==> config.mk <==
export PLATFORM = sky130hd
export DESIGN_NAME = uart_rx
export DESIGN_NICKNAME = d
export VERILOG_FILES = /design/src/verilog/mem_pkg.sv /design/src/verilog/uart_rx.sv
export SDC_FILE = /design/constraint.sdc
export NUM_CORES = 1
export LEC_CHECK = 0
export BUFFER_PORTS_ARGS = -buffer_cell sky130_fd_sc_hd__buf_2
export CAP_MARGIN = 5
export CELL_PAD_IN_SITES_DETAIL_PLACEMENT = 1
export CELL_PAD_IN_SITES_GLOBAL_PLACEMENT = 2
export CORE_ASPECT_RATIO = 1.4
export CORE_MARGIN = 3
export CORE_UTILIZATION = 41
export CTS_CLUSTER_DIAMETER = 30
export DETAILED_ROUTE_END_ITERATION = 12
export PLACE_DENSITY_LB_ADDON = 0.2
export SYNTH_ARGS = -nofsm -noshare
export SYNTH_HDL_FRONTEND = slang
export SYNTH_SLANG_ARGS = --single-unit
==> constraint.sdc <==
create_clock -name clk -period 2.3 [get_ports clk]
set_input_delay 0 -clock clk [delete_from_list [all_inputs] [get_ports clk]]
set_output_delay 0 -clock clk [all_outputs]
set_load 0.02 [all_outputs]
==> src/verilog/mem_pkg.sv <==
package mem_pkg;

	//////////////////////////////////////////////////
	// Widths
	//////////////////////////////////////////////////
	localparam int MEM_ADDR_BITS  = 16;
	localparam int MEM_WORD_BITS  = 16;
	localparam int REG_WORD_BITS  = 16;
	localparam int ACT_TAG_BITS   = 32;
	localparam int BANK_ADDR_BITS = 15;
	localparam int UART_BYTE_BITS = 8;
	localparam int BANK_WORDS     = 2 ** BANK_ADDR_BITS;

	typedef logic [MEM_ADDR_BITS-1:0]  mem_addr_t;
	typedef logic [MEM_WORD_BITS-1:0]  mem_word_t;
	typedef logic [REG_WORD_BITS-1:0]  reg_word_t;
	typedef logic [ACT_TAG_BITS-1:0]   act_tag_t;
	typedef logic [BANK_ADDR_BITS-1:0] bank_addr_t;
	typedef logic [UART_BYTE_BITS-1:0] uart_byte_t;

	//////////////////////////////////////////////////
	// Address map and timing
	//////////////////////////////////////////////////
	localparam mem_addr_t UART_DATA_ADDR = 16'hBF00;
	localparam mem_addr_t UART_STAT_ADDR = 16'hBF01;

	localparam int BANK_WAIT_CYCLES = 2;
	localparam int UART_BIT_CLKS    = 8;
	localparam int BANK_CNT_BITS    = $clog2(BANK_WAIT_CYCLES + 1);
	localparam int UART_CNT_BITS    = $clog2(UART_BIT_CLKS);

	//////////////////////////////////////////////////
	// Bundles
	//////////////////////////////////////////////////
	typedef struct packed {
		logic      rd;
		logic      wr;
		mem_addr_t addr;
		mem_word_t wdata;
		reg_word_t pc;
		act_tag_t  act;
	} mem_req_t;

	typedef struct packed {
		logic       need_to_work;
		logic       wr;
		bank_addr_t addr;
		mem_word_t  wdata;
	} bank_req_t;

	typedef struct packed {
		logic      work_done;
		mem_word_t feedback;
	} bank_rsp_t;

	typedef struct packed {
		reg_word_t done_pc1;
		reg_word_t done_pc2;
		act_tag_t  done_act1;
		act_tag_t  done_act2;
	} trace_t;

	typedef enum logic [1:0] {
		BANK_IDLE,
		BANK_WAIT,
		BANK_DONE
	} bank_state_t;

endpackage

==> src/verilog/uart_rx.sv <==
`timescale 1ns/1ps

module uart_rx (
	input  logic                clk,
	input  logic                rst_n,
	input  logic                uart_rxd,
	input  logic                read_ack,
	output mem_pkg::uart_byte_t rx_byte,
	output logic                rx_ready
);
	import mem_pkg::*;

	typedef enum logic [1:0] {
		RX_IDLE,
		RX_START,
		RX_DATA,
		RX_STOP
	} rx_state_t;

	rx_state_t                state;
	logic [UART_CNT_BITS-1:0] clk_cnt;
	logic [2:0]               bit_cnt;
	logic                     rxd_meta;
	logic                     rxd_sync;
	logic                     bit_end;
	logic                     half_bit;
	logic                     frame_good;
	uart_byte_t               shift_q;

	// Two-flop synchronizer, idle line is high
	always_ff @(posedge clk) begin
		if (!rst_n) begin
			rxd_meta <= 1'b1;
			rxd_sync <= 1'b1;
		end else begin
			rxd_meta <= uart_rxd;
			rxd_sync <= rxd_meta;
		end
	end

	assign half_bit   = (clk_cnt == UART_CNT_BITS'(UART_BIT_CLKS / 2 - 1));
	assign bit_end    = (clk_cnt == UART_CNT_BITS'(UART_BIT_CLKS - 1));
	assign frame_good = (state == RX_STOP) && bit_end && rxd_sync;

	//////////////////////////////////////////////////
	// Frame FSM
	//////////////////////////////////////////////////
	always_ff @(posedge clk) begin
		if (!rst_n) begin
			state   <= RX_IDLE;
			clk_cnt <= '0;
			bit_cnt <= '0;
		end else begin
			clk_cnt <= clk_cnt + 1'b1;
			case (state)
				RX_IDLE: begin
					clk_cnt <= '0;
					if (!rxd_sync) begin
						state <= RX_START;
					end
				end
				RX_START: begin
					// Recheck the start bit at its middle
					if (half_bit) begin
						clk_cnt <= '0;
						bit_cnt <= '0;
						state   <= rxd_sync ? RX_IDLE : RX_DATA;
					end
				end
				RX_DATA: begin
					if (bit_end) begin
						bit_cnt <= bit_cnt + 1'b1;
						if (bit_cnt == 3'd7) begin
							state <= RX_STOP;
						end
					end
				end
				RX_STOP: begin
					// Bad stop bit drops the frame
					if (bit_end) begin
						state <= RX_IDLE;
					end
				end
				default: begin
					state <= RX_IDLE;
				end
			endcase
		end
	end

	// LSB first
	always_ff @(posedge clk) begin
		if (state == RX_DATA && bit_end) begin
			shift_q <= {rxd_sync, shift_q[UART_BYTE_BITS-1:1]};
		end
		if (frame_good) begin
			rx_byte <= shift_q;
		end
	end

	// New frame beats the ack
	always_ff @(posedge clk) begin
		if (!rst_n) begin
			rx_ready <= 1'b0;
		end else if (frame_good) begin
			rx_ready <= 1'b1;
		end else if (read_ack) begin
			rx_ready <= 1'b0;
		end
	end

endmodule
Word-level counts from Yosys, hierarchy flattened --
Cells that the tools add are included.
Word-level totals: input bits 4, bits in registers 27, word-level logic and storage cells 43
Operators by class: mux-type cells 14, equal/unequal tests 11, reductions and logical operators 8, $add $sub $neg 2
Operators with widths (number):
- $mux 2 | 6
- $pmux 3 s2 | 2
- $ne 2x2->1 const B | 5
- $mux 3 | 3
- $pmux 2 s4 | 1
- $add 3x1->3 const B | 2
- $eq 3x3->1 const B | 2
- $reduce_and 5->1 | 1
- $eq 2x2->1 const B | 2
- $reduce_bool 2->1 | 2
- $eq 3x2->1 const B | 1
- $logic_and 1x1->1 | 3
- $reduce_and 3->1 | 1
- $eq 2x1->1 const B | 1
- $logic_not 2->1 | 1
- $mux 1 | 2

Longest topological paths before layout --
depth in word-level cells 4, mapped depth 6

Worst setup path after synthesis --
No wires, ideal clock.
path type register to register, from register clk_cnt[0], to register rx_byte[0], enable pin, buffers on the path 0, data arrival time 1.075 ns, data required time 1.965 ns, slack 0.890 ns, stages on the path, launching flop included 4, cell sequence dfxtp_1 > ha_1 > ha_1 > and4_1
On the way: cells in the longest elaborated chain, start to end 3
RTL lines:
- from (decl) | line uart_rx.sv:21 | logic [UART_CNT_BITS-1:0] clk_cnt;
- from (signal assigned) | line uart_rx.sv:54 | clk_cnt <= clk_cnt + 1'b1;
- $eq 3x3->1 | line uart_rx.sv:42 | assign bit_end = (clk_cnt == UART_CNT_BITS'(UART_BIT_CLKS - 1));
- $logic_and 1x1->1 (2 in series) | line uart_rx.sv:43 | assign frame_good = (state == RX_STOP) && bit_end && rxd_sync;
- net frame_good | line uart_rx.sv:27 | logic frame_good;
- to (signal assigned) | line uart_rx.sv:97 | rx_byte <= shift_q;
- to (decl) | line uart_rx.sv:8 | output mem_pkg::uart_byte_t rx_byte,
The timed path passes the listed nets, and every way through them passes these cells. A chain may end at the register's enable or synchronous reset.

Worst setup path after layout --
from register clk_cnt[0], to register rx_byte[6], enable pin
The elaborated chain is that of the path after synthesis.

==> metrics.md <==
| Metric | Value |
|---|---|
| Clk slew on worst S/H paths | `between 0.1 and 0.15 ns` |
| Min Tclk post-route | `around 1.6 ns` |
| Slew at the pin closest to its max-slew limit | `0.4391 ns` |
| Pins Over Slew Limit | `0` |
| Final core utilization | `52.03%` |
| Final Net Count | `about 100` |
| Sequential share of power | `70.6%` |
| Met2 Use GR | `23.10%` |
| Max-cap violations | `0` |
| Antenna violations before repair | `0` |
| Final hold violation count | `0` |
| Clock Latency Late Sink | `0.31 ns` |
| Crit path buffers/inverters | `0` |
| Syn nets | `84` |
| Final ANT Viol Nets | `0` |
| WP data arrival | `about 1.6 ns` |
| Top cell family by delay on the critical path | `simple AND/OR/NAND/NOR gates` |
| Overall routing resource usage | `12.86%` |
| Largest net degree at the start of global routing | `17` |
| Drt initial violations | `3` |
| Post-Route WL | `1588 um` |
| CP most frequent cell | `ha_1` |
| Gr busiest metal | `met2` |
| Vias in the first global route | `~640` |
| #FFs+latches synth | `27` |
| Via density | `4.669` |
| Tcrit/Tclk final | `between 60% and 70%` |
| Routed length per instance | `12.81 um` |
| CP cell instances | `ha_1 > ha_1 > and4_1` |
| P_int | `586.7 uW` |
| Hold crit path type | `input pin to register` |
| Crit path launch type | `register` |
| Power Density | `a little over 600 nW/um2` |
| Vert. Die Dim | `~65 um` |
| Sum of negative setup slack | `0 ns` |
| Placer Congestion | `0.7539` |
| Dpl hpwl | `1203 um` |
| ANT cells | `0` |
| Via count | `579` |
| PortBufs | `12` |
| Root Buffer | `clkbuf_4` |
| Clock power share | `27.0%` |
| Core area | `2277 um2` |
| Yosys top cell by area | `edfxtp_1` |
| Post-CTS sizing | `0` |
| Setup CP Type | `register to register` |
| Layout cells sized above 1 | `20.88%` |
| DRC viols | `0` |
| Initial Util | `45.22%` |
| H-tree level count | `1` |
| Synth top area cells | `edfxtp_1 47%, dfxtp_1 21%, ha_1 8.5%` |
| Slowest-stage cell, CP | `and4_1` |
| First-pass GRT wire length | `approximately 3000 um` |
| Skew final | `0.001056 ns` |
| Final global-route overflow total | `0` |
| RSZ-0062 raised after global routing | `no` |
| Layout area overhead | `15.07%` |
| Switching portion of total power | `19.21%` |
| Required @ worst endpoint | `2.29 ns` |
| Num ports | `13` |
| Synth top area share | `46.66%` |
| Crit. End Element | `register` |
| Fmax achieved | `640.1 MHz` |
| Post-synth cell types | `23` |
| VDD IR max | `between 300 and 400 uV` |
| Met3 Use GR | `2.268%` |
| Clk sinks | `27` |
| Gate power share | `2.4%` |
| Die Area | `3157 um2` |
| Pleak | `0.0004433 uW` |
| CTS tree | `yes` |
| Status | `finished, final reports clean` |
| Cts bufs inserted | `3` |
| Synth Instances | `73` |
| Ys Warns | `0` |
| Die Width | `48.36 um` |
| Min Hold Slack | `0.4212 ns` |
| Seq/Total Area, Yosys | `68.04%` |
| M1 GR Usage | `14.24%` |
| Post-Syn Area | `around 1000 um2` |
| CTS max path bufs | `2` |
| Worst Path Max Fanout | `9` |
| # setup viols final | `0` |
| Row cnt | `20` |
| Switching power | `139.5 uW` |
| Length of the first detailed-routing pass in iterations | `2` |
| Rel. slew slack | `between 70% and 80%` |
| Largest stage delay on the critical path | `0.45 ns` |
| Syn Area/Cell | `about 14 um2` |
==> kinds of logic (layout without fill, tap and decap cells) <==
logic type / Yosys count / count (layout) / share of synthesized area, %
compound gates: 8 / 8 / 4.617
fa+ha+maj: 7 / 7 / 8.505
buf+inv: 7 / 25 / 3.402
flops: 27 / 27 / 68.04
mux: 3 / 3 / 4.253
simple gates: 21 / 21 / 11.18
==> worst reg2reg max path: stages, from the launching register on <==
cell and delay [ns]:
dfxtp_1 0.36, ha_1 0.22, ha_1 0.22, and4_1 0.45
==> registers in the layout, summed over array words and instances (netlist names), named ones only <==
register  flops
rx_ready      1
rx_byte       8
rxd_sync      1
state         1
shift_q       8
clk_cnt       3
bit_cnt       3
rxd_meta      1
==> through the flow <==
stage	cells	setup slack (ns)	total power (uW)	cell area (um2)
floorplan	73	0.8898	532.4	1030
global placement	116	0.7814	535.7	1115
detailed placement	116	0.7262	536.2	1115
CTS	124	0.7132	740.1	1185
global route	124	0.5848	767.2	1185
finish	124	0.7378	726.2	1185
==> cell usage in the layout (no fill, tap or decap), types with 2 or more instances in the layout <==
| master | synthesis | routed |
|---|---|---|
| nand3_1 | 2 | 2 |
| dlygate4sd3_1 | 0 | 4 |
| clkbuf_4 | 0 | 3 |
| a21oi_1 | 3 | 3 |
| nor2_1 | 6 | 6 |
| dfxtp_1 | 11 | 11 |
| nand2_1 | 3 | 3 |
| buf_2 | 1 | 12 |
| a31oi_1 | 2 | 2 |
| ha_1 | 7 | 7 |
| edfxtp_1 | 16 | 16 |
| nand3b_1 | 3 | 3 |
| nor2b_1 | 2 | 2 |
| inv_1 | 5 | 5 |
| nand2b_1 | 2 | 2 |
==> per-layer routing <==
layer,share of wire (%),wire length [um]
met2,55,881
met1,40,633
met4,1.1,18
met3,3.5,55
met5,0,0
==> synth_stat cells, drive strengths merged <==
master and count:
nand3 2, buf 2, nand2 3, nor3 1
edfxtp 16, and4 1, mux2i 1, mux4 1
ha 7, mux2 1, nand2b 2, o211ai 1
a31oi 2, o21ai 1, a21oi 3, dfxtp 11
nor2b 2, nor2 6, and3b 1, inv 5
nand3b 3, o21a 1
==> power groups by stage <==
stage	logic (uW)	registers [uW]	clock network, uW
after floorplan	11.1	521	0
final	17.7	513	196
after global placement	12.3	523	0
after global routing	20.7	513	233
after detailed placement	12.7	523	0
after CTS	18.0	513	209
==> area by class of cell <==
type                            count  area (um2)
Clock buffer                        3       22.52
Clock inverter                      1       7.507
Fill cell                         236        1092
Inverter                            5       18.77
Multi-Input combinational cell     39       294.0
Sequential cell                    27       700.7
Tap cell                           33       41.29
Timing Repair Buffer               16       100.1
==> worst paths after layout <==
| kind | from | depth (start not counted) | slack (ns) | endpoint |
|---|---|---|---|---|
| worst max-delay path | clk_cnt[0]$_SDFF_PN0_ | 3 | 0.74 | rx_byte[6]$_DFFE_PP_ |
| worst min-delay path | rst_n | 3 | 0.42 | rxd_sync$_SDFF_PN1_ |
| worst max register to register | clk_cnt[0]$_SDFF_PN0_ | 3 | 0.74 | rx_byte[6]$_DFFE_PP_ |
| worst min register to register | clk_cnt[0]$_SDFF_PN0_ | 1 | 0.43 | clk_cnt[0]$_SDFF_PN0_ |
==> repair_timing <==
action                    CTS  global route
hold buffers                4             0
setup buffers               0             0
hold endpoints to repair    5             0
No activity file was read; power rests on OpenSTA's default activity.
