$ cat src/verilog/mem_pkg.sv
package mem_pkg;

	//////////////////////////////////////////////////
	// Widths
	//////////////////////////////////////////////////
	localparam int MEM_ADDR_BITS  = 16;
	localparam int MEM_WORD_BITS  = 16;
	localparam int REG_WORD_BITS  = 16;
	localparam int ACT_TAG_BITS   = 32;
	localparam int BANK_ADDR_BITS = 15;
	localparam int UART_BYTE_BITS = 8;
	localparam int BANK_WORDS     = 2 ** BANK_ADDR_BITS;

	typedef logic [MEM_ADDR_BITS-1:0]  mem_addr_t;
	typedef logic [MEM_WORD_BITS-1:0]  mem_word_t;
	typedef logic [REG_WORD_BITS-1:0]  reg_word_t;
	typedef logic [ACT_TAG_BITS-1:0]   act_tag_t;
	typedef logic [BANK_ADDR_BITS-1:0] bank_addr_t;
	typedef logic [UART_BYTE_BITS-1:0] uart_byte_t;

	//////////////////////////////////////////////////
	// Address map and timing
	//////////////////////////////////////////////////
	localparam mem_addr_t UART_DATA_ADDR = 16'hBF00;
	localparam mem_addr_t UART_STAT_ADDR = 16'hBF01;

	localparam int BANK_WAIT_CYCLES = 2;
	localparam int UART_BIT_CLKS    = 8;
	localparam int BANK_CNT_BITS    = $clog2(BANK_WAIT_CYCLES + 1);
	localparam int UART_CNT_BITS    = $clog2(UART_BIT_CLKS);

	//////////////////////////////////////////////////
	// Bundles
	//////////////////////////////////////////////////
	typedef struct packed {
		logic      rd;
		logic      wr;
		mem_addr_t addr;
		mem_word_t wdata;
		reg_word_t pc;
		act_tag_t  act;
	} mem_req_t;

	typedef struct packed {
		logic       need_to_work;
		logic       wr;
		bank_addr_t addr;
		mem_word_t  wdata;
	} bank_req_t;

	typedef struct packed {
		logic      work_done;
		mem_word_t feedback;
	} bank_rsp_t;

	typedef struct packed {
		reg_word_t done_pc1;
		reg_word_t done_pc2;
		act_tag_t  done_act1;
		act_tag_t  done_act2;
	} trace_t;

	typedef enum logic [1:0] {
		BANK_IDLE,
		BANK_WAIT,
		BANK_DONE
	} bank_state_t;

endpackage

$ cat src/verilog/ram_controller.sv
`timescale 1ns/1ps

module ram_controller (
	input  logic                clk,
	input  logic                rst_n,
	input  mem_pkg::mem_req_t   req,
	output mem_pkg::bank_req_t  bank1_req,
	output mem_pkg::bank_req_t  bank2_req,
	input  mem_pkg::bank_rsp_t  bank1_rsp,
	input  mem_pkg::bank_rsp_t  bank2_rsp,
	input  mem_pkg::uart_byte_t rx_byte,
	input  logic                rx_ready,
	output logic                read_ack,
	output logic                work_done,
	output mem_pkg::mem_word_t  feedback,
	output mem_pkg::trace_t     trace
);
	import mem_pkg::*;

	logic      req_active;
	logic      sel_uart_data;
	logic      sel_uart_stat;
	logic      sel_uart;
	logic      sel_bank1;
	logic      sel_bank2;
	logic      bank1_complete;
	logic      bank2_complete;
	mem_word_t status_word;
	mem_word_t data_word;
	trace_t    trace_q;

	//////////////////////////////////////////////////
	// Address decode
	//////////////////////////////////////////////////
	assign req_active    = req.rd | req.wr;
	assign sel_uart_data = (req.addr == UART_DATA_ADDR);
	assign sel_uart_stat = (req.addr == UART_STAT_ADDR);
	assign sel_uart      = sel_uart_data | sel_uart_stat;

	// UART addresses sit inside bank 1's range and win
	assign sel_bank1 = !sel_uart && req.addr[MEM_ADDR_BITS-1];
	assign sel_bank2 = !sel_uart && !req.addr[MEM_ADDR_BITS-1];

	// Bit 1 byte ready, bit 0 transmitter ready, rest ones
	assign status_word = {{(MEM_WORD_BITS-2){1'b1}}, rx_ready, 1'b1};
	assign data_word   = {{(MEM_WORD_BITS-UART_BYTE_BITS){1'b0}}, rx_byte};

	//////////////////////////////////////////////////
	// Target selection and completion
	//////////////////////////////////////////////////
	always_comb begin
		bank1_req.need_to_work = 1'b0;
		bank1_req.wr           = req.wr;
		bank1_req.addr         = req.addr[BANK_ADDR_BITS-1:0];
		bank1_req.wdata        = req.wdata;
		bank2_req.need_to_work = 1'b0;
		bank2_req.wr           = req.wr;
		bank2_req.addr         = req.addr[BANK_ADDR_BITS-1:0];
		bank2_req.wdata        = req.wdata;
		work_done              = 1'b1;
		feedback               = '0;

		if (req_active) begin
			if (sel_uart) begin
				// Receiver answers at once, writes are dropped
				feedback = sel_uart_stat ? status_word : data_word;
			end else if (sel_bank1) begin
				if (bank1_rsp.work_done) begin
					feedback = bank1_rsp.feedback;
				end else begin
					work_done              = 1'b0;
					bank1_req.need_to_work = 1'b1;
				end
			end else if (sel_bank2) begin
				if (bank2_rsp.work_done) begin
					feedback = bank2_rsp.feedback;
				end else begin
					work_done              = 1'b0;
					bank2_req.need_to_work = 1'b1;
				end
			end
		end
	end

	// Data read completes in this cycle, so rx_ready drops at the next edge
	assign read_ack = req.rd && !req.wr && sel_uart_data;

	//////////////////////////////////////////////////
	// Trace of last completed bank accesses
	//////////////////////////////////////////////////
	assign bank1_complete = req_active && sel_bank1 && bank1_rsp.work_done;
	assign bank2_complete = req_active && sel_bank2 && bank2_rsp.work_done;

	always_ff @(posedge clk) begin
		if (!rst_n) begin
			trace_q <= '1;
		end else begin
			if (bank1_complete) begin
				trace_q.done_pc1  <= req.pc;
				trace_q.done_act1 <= req.act;
			end
			if (bank2_complete) begin
				trace_q.done_pc2  <= req.pc;
				trace_q.done_act2 <= req.act;
			end
		end
	end

	assign trace = trace_q;

endmodule

$ cat config.mk
export PLATFORM = sky130hd
export DESIGN_NAME = ram_controller
export DESIGN_NICKNAME = d
export VERILOG_FILES = /design/src/verilog/mem_pkg.sv /design/src/verilog/ram_controller.sv
export SDC_FILE = /design/constraint.sdc
export NUM_CORES = 1
export LEC_CHECK = 0
export ABC_AREA = 1
export BUFFER_PORTS_ARGS = -buffer_cell sky130_fd_sc_hd__buf_2
export CAP_MARGIN = 10
export CORE_AREA = 4 4 118 120
export DETAILED_ROUTE_END_ITERATION = 8
export DIE_AREA = 0 0 122 124
export PLACE_DENSITY_LB_ADDON = 0.1
export SLEW_MARGIN = 30
export SYNTH_ARGS = -nofsm -noshare
export SYNTH_HDL_FRONTEND = slang
export SYNTH_SLANG_ARGS = --single-unit
$ cat constraint.sdc
create_clock -name clk -period 1.9 [get_ports clk]
set_clock_uncertainty 0.05 [all_clocks]
set_input_delay 0.38 -clock clk [delete_from_list [all_inputs] [get_ports clk]]
set_output_delay 0.38 -clock clk [all_outputs]
set_load 0.005 [all_outputs]
Yosys cells after proc, flatten, opt, wreduce, memory -nomap -nowiden
Index checks and enable logic that the tools add are counted.
W data, S select, Z words.
{"block": "word_totals", "mem_bits_ro": 0, "latch_bits": 0, "ramBits": 0, "register_bits": 96, "out_inout_bits": 180, "mem_count": 0, "word_cells": 41}
{"block": "classes", "n_reduce_logical": 11, "add_sub_neg": 0, "order_cmp": 0, "n_eq_ne": 2, "shifts": 0, "muxes": 22, "bitwise_logic": 2, "n_div": 0, "multipliers": 0}
{"operator": "$mux W16", "count": 7}
{"operator": "$eq A16 B16 Y1 const B", "count": 2}
{"operator": "$mux W1", "count": 15}
{"operator": "$logic_and A1 B1 Y1", "count": 8}
{"operator": "$logic_not A1 Y1", "count": 3}
{"operator": "$or A1 B1 Y1", "count": 2}

Depth between registers and ports, before layout
Gate-level depths: netlist of run 1.
{"block": "logic_depth", "word_depth": 8, "ltp_mapped": 12, "ltp_nobuf": 10}

Worst setup path after synthesis of run 1
No wires, ideal clock.
{"block": "synth_timing", "path_type": "in2out", "from": "input port req[75] in the netlist's numbering", "to": "output port feedback[0]", "slack_ns": 0.126, "cell_stages": 10, "required_ns": 1.470, "path_buffers": 1, "arrival_ns": 1.344, "cell_sequence": "nand2_1 > inv_1 > nand2_1 > nor2_2 > nand2_1 > nand2_2 > nor2_2 > buf_2 > nand3_1 > a21oi_1"}
{"block": "synth_via", "elab_chain_len": 8, "elab_cells_between_ends": 11}
{"element": "from (decl)", "line": "ram_controller.sv:6", "source": "input mem_pkg::mem_req_t req,"}
{"element": "$eq A16 B16 Y1 (on tied branches)", "line": "ram_controller.sv:36, ram_controller.sv:37"}
{"element": "$or A1 B1 Y1", "line": "ram_controller.sv:38", "source": "assign sel_uart = sel_uart_data | sel_uart_stat;"}
{"element": "$logic_not A1 Y1", "line": "ram_controller.sv:41, ram_controller.sv:42"}
{"element": "$logic_and A1 B1 Y1", "line": "ram_controller.sv:42", "source": "assign sel_bank2 = !sel_uart && !req.addr[MEM_ADDR_BITS-1];"}
{"element": "$mux W16", "line": "ram_controller.sv:74", "source": "end else if (sel_bank2) begin"}
{"element": "$mux W16", "line": "ram_controller.sv:67", "source": "end else if (sel_bank1) begin"}
{"element": "$mux W16 (*)", "line": "ram_controller.sv:64", "source": "if (sel_uart) begin"}
{"element": "$mux W16 (*)", "line": "ram_controller.sv:63", "source": "if (req_active) begin"}
{"element": "to (decl)", "line": "ram_controller.sv:15", "source": "output mem_pkg::mem_word_t feedback,"}
Every way passes the cells marked *; elsewhere a longest branch is shown, timed or not.

Worst setup path in the final report of run 1
{"block": "layout_timing", "from": "input port req[78] in the netlist's numbering", "to": "output port feedback[12]"}
Same word-level chain as after synthesis.

==> results of run 1 <==
[worst min-delay path, cell delays in order]
cell and delay [ns]:
buf_2 0.09, nand2_1 0.05, nand3_1 0.05
[routing by layer]
metal / routed length [µm] / vias to the layer above
met3: 1215 / 33
met4: 455 / 0
met2: 7991 / 187
met1: 6540 / 2279
li1: - / 2349
met5: 0 / -
[how the worst max path moves through the flow]
stage	startpoint	endpoint	slack, ns	cells after the start
after CTS	req[78]	feedback[5]	-0.03	11
after detailed placement	req[77]	feedback[12]	-0.24	11
after global routing	req[78]	feedback[5]	-0.14	11
final	req[78]	feedback[12]	-0.04	10
after global placement	req[77]	feedback[14]	-0.19	11
after floorplan	req[75]	feedback[0]	0.13	10
[power groups by stage]
stage          Sequential (µW)  Combinational [µW]  Clock (µW)
2_1_floorplan             2270                 453           0
3_3_place_gp              2260                 847           0
3_5_place_dp              2260                 854           0
4_1_cts                   2210                 904        1760
5_1_grt                   2230                1020        1840
6_report                  2210                 914        1700
[metrics by stage]
| step | setup TNS, ns | hold WS [ns] |
|---|---|---|
| final | -0.2453 | 0.1975 |
| after global routing | -1.527 | 0.1951 |
| after CTS | -0.1422 | 0.1848 |
| after detailed placement | -13.06 | 0.3869 |
| after global placement | -9.490 | 0.3834 |
| after floorplan | 0 | 0.4022 |
[final cells by class]
cell class	count	area [µm²]	share of cell area
clock buffers	12	246.5	0.03967
clock inverters	4	28.78	0.004631
inverters	9	36.28	0.005840
multi-input cells	382	1946	0.3131
flip-flops and latches	96	1922	0.3093
well taps	176	220.2	0.03544
repair buffers	302	1814	0.2920
[cells by family after synthesis]
| family | synth area share |
|---|---|
| AND/OR/NAND/NOR | 0.3548 |
| AO/OA/AOI/OAI | 0.04473 |
| flip-flops | 0.4349 |
| buffers and inverters | 0.1656 |
[layout by cell type, fill, tap and decap left out, types with 7 or more instances in the layout]
master / instances
dfxtp_1: 96
nand4_1: 48
buf_6: 16
nand3_1: 104
nor2_1: 10
a21oi_1: 18
nand2_1: 150
buf_2: 244
nand2_2: 7
clkbuf_16: 9
a21oi_2: 9
buf_4: 33
[what timing repair did]
| action | in CTS | in global routing |
|---|---|---|
| gates resized for setup | 54 | 25 |
| buffers inserted | 6 | 2 |
| gates cloned | 0 | 0 |
| pin swaps | 12 | 13 |
| endpoints found under the setup margin | 17 | 18 |
==> qor.csv, run 1 <==
stage,metric,value,unit
logic_synthesis,syn_area,4419,µm²
layout,post-route-util,0.4787,
global_routing,gr-total-overflow,0,
clocking,insertion_delay,0.34,ns
min_path,holdCritStartpoint,req[43],
setup_path,required,1.47,ns
floorplanning,start_util,0.3405,
power,powerDensity,776.8,nW/µm²
clocking,numCtsBuffers,9,
power,power_frac_clock,0.352,
outcome,status,finished with violations,
layout,post-route-cell-area,6213,µm²
setup_path,r2r_start,trace[67]$_SDFFE_PN1P_,
setup_path,crit_chain,buf_8 > nor2_4 > nand2_2 > nor2_4 > nand2_4 > nand2_4 > buf_8 > a21oi_1 > a21oi_2 > buf_2,
drt,drt_iter0_markers,339,
floorplanning,io_pins,307,
logic_synthesis,syn-num-nets,726,
placement,dp_hpwl,11740,µm
global_routing,grt_pass1_wl,24520,µm
drt,first_pass_iters,4,
setup_path,critPathLaunchType,input pin,
global_routing,antenna_found_initial,0,
power,power.leakage,0.003105,µW
global_routing,met1_usage,0.2506,
global_routing,grt.busiest_layer,met2,
sta,tightest_slew,0.5125,ns
global_routing,use_met2,0.3484,
clocking,cts_hold_buffers,0,
sta,post-route-period-util,1.019,
layout,num-fill-cells,1378,
layout,largest_reg_flops,96,
logic_synthesis,yosysMostFrequentCell,nand2_1,
clocking,clock_path_buffers,2,
sta,relSlewSlack,0.6583,
setup_path,critical_path.top_delay_family,simple AND/OR/NAND/NOR gates,
sta,hold_viol,0,
setup_path,critical_path.slowest_cell,nor2_4,
placement,gp_congestion,0.8688,
logic_synthesis,yosys_warnings,0,
setup_path,critPathCaptureType,output port,
setup_path,path_max_fanout,11,
power,power_switching,1328,µW
sta,rsz0062_at_grt,yes,
clocking,clock-root-buffer,clkbuf_16,
layout,stdcell_count,981,
drt,routed_wl,16200,µm
setup_path,regToRegSetupSlack,1.26,ns
power,share_comb_of_total_power,0.189,
drt,ant_nets,0,
setup_path,criticalPathCategory,in2out,
drt,vias,4848,
floorplanning,rows,42,
global_routing,track_usage,0.2060,
setup_path,path_buf_inv,3,
sta,period_minus_slack,1.937,ns
placement,portBuffers,258,
sta,finalSetupViolCount,14,
placement,place_inst,957,
logic_synthesis,async_flop_share,0,
layout,diodes,0,
setup_path,r2r_cells,2,
logic_synthesis,syn_avg_cell_area,7.378,µm²
logic_synthesis,netlist-cell-type-count,21,
global_routing,first_global_vias,4531,
logic_synthesis,synthTopCellsByArea,"dfxtp_1, nand2_1, nand3_1, buf_4, nand4_1",
min_path,hold_path_end,trace[75]$_SDFFE_PN1P_,
layout,finalNetCount,927,
run,drv_cap,0,
floorplanning,die_h,124,µm
logic_synthesis,synthTopCellsByCount,"nand2_1, nand3_1, dfxtp_1, buf_4, nand4_1",
sta,max_freq,516.4,MHz
drt,vias_per_cell,4.942,
sta,timing.final.ws_setup,-0.03664,ns
outcome,failed_checks,setup timing,
global_routing,grtUsageMet3,0.05586,
logic_synthesis,yosys.area.top_type,dfxtp_1,
layout,syn_to_final_growth,40.60,%
floorplanning,die_w,122,µm
logic_synthesis,yosys_most_used_dff,dfxtp_1,
clocking,cts-htree-levels,3,
power,irDropWorstVdd,0.4063,mV
floorplanning,coreArea,12980,µm²
logic_synthesis,synth_edf_count,0,
min_path,hp-class,in2reg,
drt,wire_per_inst,16.52,µm
floorplanning,dieArea,15130,µm²
min_path,holdPathStages,3,
power,p_sw_frac,0.2752,
logic_synthesis,synth-seq-cells,96,
power,internal_power,3499,µW
placement,dpl_cell_area,5573,µm²
global_routing,grt_start_max_net_pins,97,
layout,drive_gt1_frac,0.4497,
setup_path,arrival,1.51,ns
setup_path,critical-path-max-stage-delay,0.18,ns
power,seqPwrFrac,0.459,
setup_path,rr_endpoint,trace[67]$_SDFFE_PN1P_,
clocking,cts_tree,yes,
power,power,4827,µW
drt,drc,0,
clocking,clkSinkCount,96,
logic_synthesis,syn_inst,599,
placement,dp_slack,-0.2430,ns
logic_synthesis,ys_seq_area_frac,0.4349,
sta,slew_violations,0,
clocking,clkTransAtPathRegs,0.07,ns
logic_synthesis,synth_top_area_share,0.4349,
(Power assumes the default switching activity.)
==> run 2: changes to the inputs <==
Settings changed: CTS_CLUSTER_DIAMETER set to 40.
Clock period 1.9 ns to 2.1 ns, I/O delays scaled along.
==> run 2 against run 1 <==
Effect of this change: the run now ends clean; critical path depth is 1 higher; power fell by 8.0%; first-iteration DRC count decreased by 8.0%; register-to-register slack improved by 0.20 ns; non-clock buffer count decreased by 4; clock power down 4%; cell area down 1.7%; critical endpoint is now feedback[4]; highest routed layer unchanged.
==> qor.csv, run 2 (synthesis gave the netlist of run 1 again) <==
stage,metric,value,unit,change
sta,hold_viol,0,,unchanged
clocking,clock-root-buffer,clkbuf_16,,
setup_path,path_max_fanout,4,,-7
min_path,hold_path_end,trace[18]$_SDFFE_PN1P_,,
drt,routed_wl,16020,µm,-1.1%
power,power.leakage,0.003082,µW,-0.71%
placement,dp_slack,-0.1242,ns,+0.1188 ns
global_routing,grt_start_max_net_pins,97,,unchanged
clocking,cts-htree-levels,3,,unchanged
drt,wire_per_inst,16.40,µm,-0.71%
layout,diodes,0,,unchanged
min_path,holdPathStages,3,,unchanged
setup_path,crit_chain,buf_6 > nor2_2 > nand2_2 > nor2_4 > nand2_4 > buf_6 > o21ai_2 > nor2_1 > o21ai_1 > nor2_2 > buf_2,,
sta,post-route-period-util,0.9700,,
drt,first_pass_iters,4,,unchanged
layout,stdcell_count,977,,-0.41%
setup_path,r2r_cells,2,,unchanged
setup_path,required,1.63,ns,+0.16 ns
layout,syn_to_final_growth,38.22,%,
floorplanning,die_w,122,µm,unchanged
placement,place_inst,958,,+0.10%
drt,drt_iter0_markers,312,,-8.0%
power,powerDensity,727.3,nW/µm²,-6.4%
placement,gp_congestion,0.8682,,about the same
floorplanning,dieArea,15130,µm²,unchanged
setup_path,arrival,1.57,ns,+0.06 ns
power,internal_power,3237,µW,-7.5%
power,seqPwrFrac,0.451,,-0.008
sta,slew_violations,0,,unchanged
global_routing,grt_pass1_wl,24360,µm,-0.65%
sta,rsz0062_at_grt,yes,,
power,power_frac_clock,0.368,,+0.016
floorplanning,start_util,0.3405,,unchanged
clocking,cts_tree,yes,,
layout,layout_common_cells,"buf_2, nand2_1, nand3_1",,
floorplanning,rows,42,,unchanged
setup_path,critical-path-max-stage-delay,0.14,ns,-0.04 ns
clocking,clkTransAtPathRegs,0.07,ns,about the same
setup_path,critical_path.top_delay_family,simple AND/OR/NAND/NOR gates,,
placement,portBuffers,258,,unchanged
sta,finalSetupViolCount,0,,-14
global_routing,gr-total-overflow,0,,unchanged
global_routing,first_global_vias,4688,,+3.5%
sta,relSlewSlack,0.6899,,+0.03158
clocking,clkSinkCount,96,,unchanged
setup_path,criticalPathCategory,in2out,,
clocking,insertion_delay,0.34,ns,about the same
min_path,holdCritStartpoint,req[18],,
drt,ant_nets,0,,unchanged
setup_path,path_buf_inv,3,,unchanged
layout,post-route-util,0.4706,,-0.008097
power,power_switching,1205,µW,-9.2%
setup_path,regToRegSetupSlack,1.46,ns,+0.20 ns
floorplanning,io_pins,307,,unchanged
clocking,clock_path_buffers,2,,unchanged
layout,layout_commonest_cell,buf_2,,
sta,timing.final.ws_setup,0.06299,ns,+0.09963 ns
drt,vias,4787,,-1.3%
power,share_comb_of_total_power,0.181,,-0.008
layout,drive_gt1_frac,0.4332,,-0.01648
global_routing,antenna_found_initial,0,,unchanged
sta,tightest_slew,0.4652,ns,-0.04736 ns
setup_path,rr_endpoint,trace[76]$_SDFFE_PN1P_,,
floorplanning,coreArea,12980,µm²,unchanged
global_routing,track_usage,0.2054,,-0.0005949
power,irDropWorstVdd,0.3657,mV,-10%
drt,drc,0,,unchanged
drt,vias_per_cell,4.900,,-0.85%
placement,dp_hpwl,11900,µm,+1.3%
setup_path,critical_path.slowest_cell,nor2_4,,
layout,largest_reg_flops,96,,unchanged
setup_path,r2r_start,trace[76]$_SDFFE_PN1P_,,
setup_path,critPathLaunchType,input pin,,
sta,max_freq,490.9,MHz,
floorplanning,die_h,124,µm,unchanged
sta,hold_slack,0.2415,ns,+0.04406 ns
run,drv_cap,0,,unchanged
min_path,hp-class,in2reg,,
clocking,cts_hold_buffers,0,,unchanged
sta,period_minus_slack,2.037,ns,
clocking,numCtsBuffers,9,,unchanged
layout,finalNetCount,923,,-0.43%
power,p_sw_frac,0.2713,,-0.003836
outcome,status,finished clean,,
setup_path,critPathCaptureType,output port,,
## run 2: changes by cell type in the layout (fill, tap and decap cells not counted), sizes merged
cell	delta
buf	-4
clkinvlp	-1
inv	+1
clkbuf	-3
bufinv	+1
clkinv	+2
## run 2: worst register-to-register path, delay by kind of cell, from the launching register on
family        cells  cell delay [ns]
flops             1             0.32
simple gates      2             0.14
## run 2: area by class of cell
cell class,instances,area (µm²)
Clock inverter,7,70.07
Tap cell,176,220.2
Inverter,9,36.28
Clock buffer,9,225.2
Sequential cell,96,1922
Fill cell,1371,6872
Timing Repair Buffer,298,1739
Multi-Input combinational cell,382,1896
## run 2: worst max-delay path by stage
stage               startpoint            to  cells after the start
floorplan              req[75]   feedback[0]                     10
global placement       req[77]  feedback[14]                     11
detailed placement     req[77]  feedback[12]                     11
CTS                    req[79]   feedback[7]                     11
global route           req[78]   feedback[4]                     11
finish                 req[68]   feedback[4]                     11
## run 2: stage by stage
| stage | setup TNS [ns] | total power (µW) | cell area, µm² |
|---|---|---|---|
| finish | 0 | 4443 | 6108 |
| global route | -0.1023 | 4668 | 6108 |
| CTS | 0 | 4481 | 5947 |
| detailed placement | -5.060 | 2815 | 5580 |
| global placement | -2.314 | 2806 | 5580 |
| floorplan | 0 | 2461 | 4419 |
## run 2: timing repair
| action | 4_1_cts | 5_1_grt |
|---|---|---|
| gates resized for setup | 14 | 39 |
| endpoints found under the hold margin | 0 | 0 |
| setup buffers | 3 | 0 |
| pin swaps | 10 | 17 |
| setup endpoints to repair | 17 | 17 |
## run 2: power groups by stage
stage	combinational, µW	sequential (µW)	clock (µW)
after global placement	765	2040	0
after floorplan	409	2050	0
after detailed placement	772	2040	0
final	804	2000	1630
after global routing	896	2020	1750
after CTS	785	2000	1690
## run 2: routing by layer
metal,GRT usage,up-vias,part of all wire
met5,0,-,0
met2,0.3491,181,0.49
met4,0.08683,0,0.022
li1,-,2346,-
met1,0.2439,2234,0.40
met3,0.05767,26,0.080
==> run 3: changes to the inputs <==
Settings changed: CORE_AREA 4 4 118 120 to 4 4 117 119, DIE_AREA 0 0 122 124 to 0 0 121 123.
Clock period 2.1 ns to 1.79 ns, I/O delays scaled along.
==> run 3 against run 2 <==
Effect of this change: the flow now finishes with violations (setup timing); worst setup slack lost 0.21 ns; first-iteration DRC count shrank 16%; critical path depth unchanged; global-route usage is 0.36 points lower; cell count grew 0.82%; sequential power is 18% higher; utilization up 3.5 points; non-clock buffer count increased by 11; via count up 1.0%.
==> qor.csv, run 3 (synthesis gave the netlist of run 1 again) <==
stage,metric,value,unit,change
outcome,failed_checks,setup timing,,
drt,drc,0,,unchanged
sta,timing.final.ws_setup,-0.1520,ns,-0.2150 ns
sta,slew_violations,0,,unchanged
global_routing,first_global_vias,4513,,-3.7%
layout,post-route-cell-area,6355,µm²,+4.0%
setup_path,path_max_fanout,5,,+1
placement,place_inst,956,,-0.21%
drt,routed_wl,15960,µm,-0.37%
sta,max_freq,514.9,MHz,
run,drv_cap,0,,unchanged
floorplanning,io_pins,307,,unchanged
sta,period_minus_slack,1.942,ns,
sta,setup-tns-final,-2.226,ns,-2.226 ns
layout,diodes,0,,unchanged
setup_path,r2r_cells,2,,unchanged
floorplanning,coreArea,12570,µm²,-3.2%
clocking,clock_path_buffers,2,,unchanged
floorplanning,die_h,123,µm,-0.81%
drt,drt_iter0_markers,262,,-16%
clocking,clkTransAtPathRegs,0.07,ns,about the same
layout,stdcell_count,985,,+0.82%
sta,tightest_slew,0.5090,ns,+0.04381 ns
layout,drive_gt1_frac,0.4637,,+0.03051
sta,post-route-period-util,1.085,,
drt,wire_per_inst,16.21,µm,-1.2%
global_routing,grt_pass1_wl,23870,µm,-2.0%
clocking,cts_hold_buffers,0,,unchanged
drt,first_pass_iters,5,,+1
power,powerDensity,828.9,nW/µm²,+14%
clocking,insertion_delay,0.34,ns,about the same
power,power.leakage,0.003192,µW,+3.5%
power,power,5268,µW,+19%
layout,num-fill-cells,1246,,-9.1%
setup_path,required,1.38,ns,-0.25 ns
placement,gp_congestion,0.8797,,+1.3%
layout,layout_commonest_cell,buf_2,,
setup_path,arrival,1.53,ns,-0.04 ns
floorplanning,dieArea,14880,µm²,-1.6%
drt,vias,4835,,+1.0%
layout,layout_common_cells,"buf_2, nand2_1, nand3_1",,
clocking,numCtsBuffers,9,,unchanged
global_routing,gr-total-overflow,0,,unchanged
sta,relSlewSlack,0.6607,,-0.02921
floorplanning,die_w,121,µm,-0.82%
sta,hold_viol,0,,unchanged
global_routing,track_usage,0.2018,,-0.003605
power,irDropWorstVdd,0.6002,mV,+64%
layout,finalNetCount,935,,+1.3%
sta,finalSetupViolCount,54,,+54
clocking,clock-root-buffer,clkbuf_16,,
setup_path,criticalPathCategory,in2out,,
global_routing,grt_start_max_net_pins,97,,unchanged
placement,dpl_cell_area,5590,µm²,+0.18%
setup_path,critPathLaunchType,input pin,,
min_path,holdPathStages,3,,unchanged
drt,ant_nets,0,,unchanged
placement,dp_hpwl,11200,µm,-5.9%
drt,vias_per_cell,4.909,,+0.18%
layout,syn_to_final_growth,43.80,%,
setup_path,critPathCaptureType,output port,,
global_routing,antenna_found_initial,0,,unchanged
clocking,cts_tree,yes,,
min_path,hp-class,in2reg,,
outcome,status,finished with violations,,
floorplanning,start_util,0.3516,,+0.01115
sta,rsz0062_at_grt,yes,,
layout,largest_reg_flops,96,,unchanged
clocking,clkSinkCount,96,,unchanged
placement,portBuffers,258,,unchanged
floorplanning,rows,41,,-2.4%
placement,dp_slack,-0.3160,ns,-0.1918 ns
clocking,cts-htree-levels,3,,unchanged
[run 3: cell types whose count changed in the layout (fill, tap and decap cells not counted), sizes merged]
cell,previous run,this run
buf,298,309
clkbuf,9,11
clkinvlp,1,0
inv,11,10
nor2,20,21
[run 3: final timing paths]
path	start	endpoint	slack (ns)
worst max register to register	trace[64]$_SDFFE_PN1P_	trace[64]$_SDFFE_PN1P_	1.14
worst min register to register	trace[95]$_SDFFE_PN1P_	trace[95]$_SDFFE_PN1P_	0.40
worst min-delay path	req[32]	trace[64]$_SDFFE_PN1P_	0.18
worst max-delay path	req[69]	feedback[15]	-0.15
[run 3: power breakdown]
group	internal, µW	switching, µW
sequential	2280	71.6
clock	1120	811
combinational	460	527
total	3860	1410
[run 3: layout make-up]
cell class,count,area (µm²),area share
clock inverters,5,53.80,0.008466
repair buffers,309,1879,0.2957
clock buffers,11,242.7,0.03820
flip-flops and latches,96,1922,0.3024
multi-input cells,383,2006,0.3156
well taps,172,215.2,0.03386
inverters,9,36.28,0.005710
[run 3: critical path, cell delays in order]
cell	delay (ns)
buf_2	0.12
nor2_4	0.10
nand2_4	0.07
nor2_4	0.13
nand2_4	0.10
nand3_4	0.11
buf_6	0.12
buf_6	0.10
a21oi_2	0.03
nor3_1	0.15
buf_2	0.14
[run 3: metrics by stage]
step                      hold slack, ns  utilization
after floorplan                   0.4022            -
after global placement            0.3836       0.4448
after detailed placement          0.3888       0.4448
after CTS                         0.1611       0.4934
after global routing              0.1664       0.5056
final                             0.1768       0.5056
[run 3: per-layer routing]
layer  vias to the layer above  global-route usage  wire length [µm]
met5                         -                   0                 0
met4                         0             0.04958               224
met3                        19             0.06313              1342
met2                       193              0.3258              7412
met1                      2255              0.2640              6984
li1                       2368                   -                 -
[run 3: repair_timing]
action / CTS / global route
pin swaps: 35 / 24
setup endpoints to repair: 19 / 67
hold endpoints to repair: 0 / 0
resized for setup: 64 / 33
buffers inserted: 7 / 4
cloned: 2 / 0
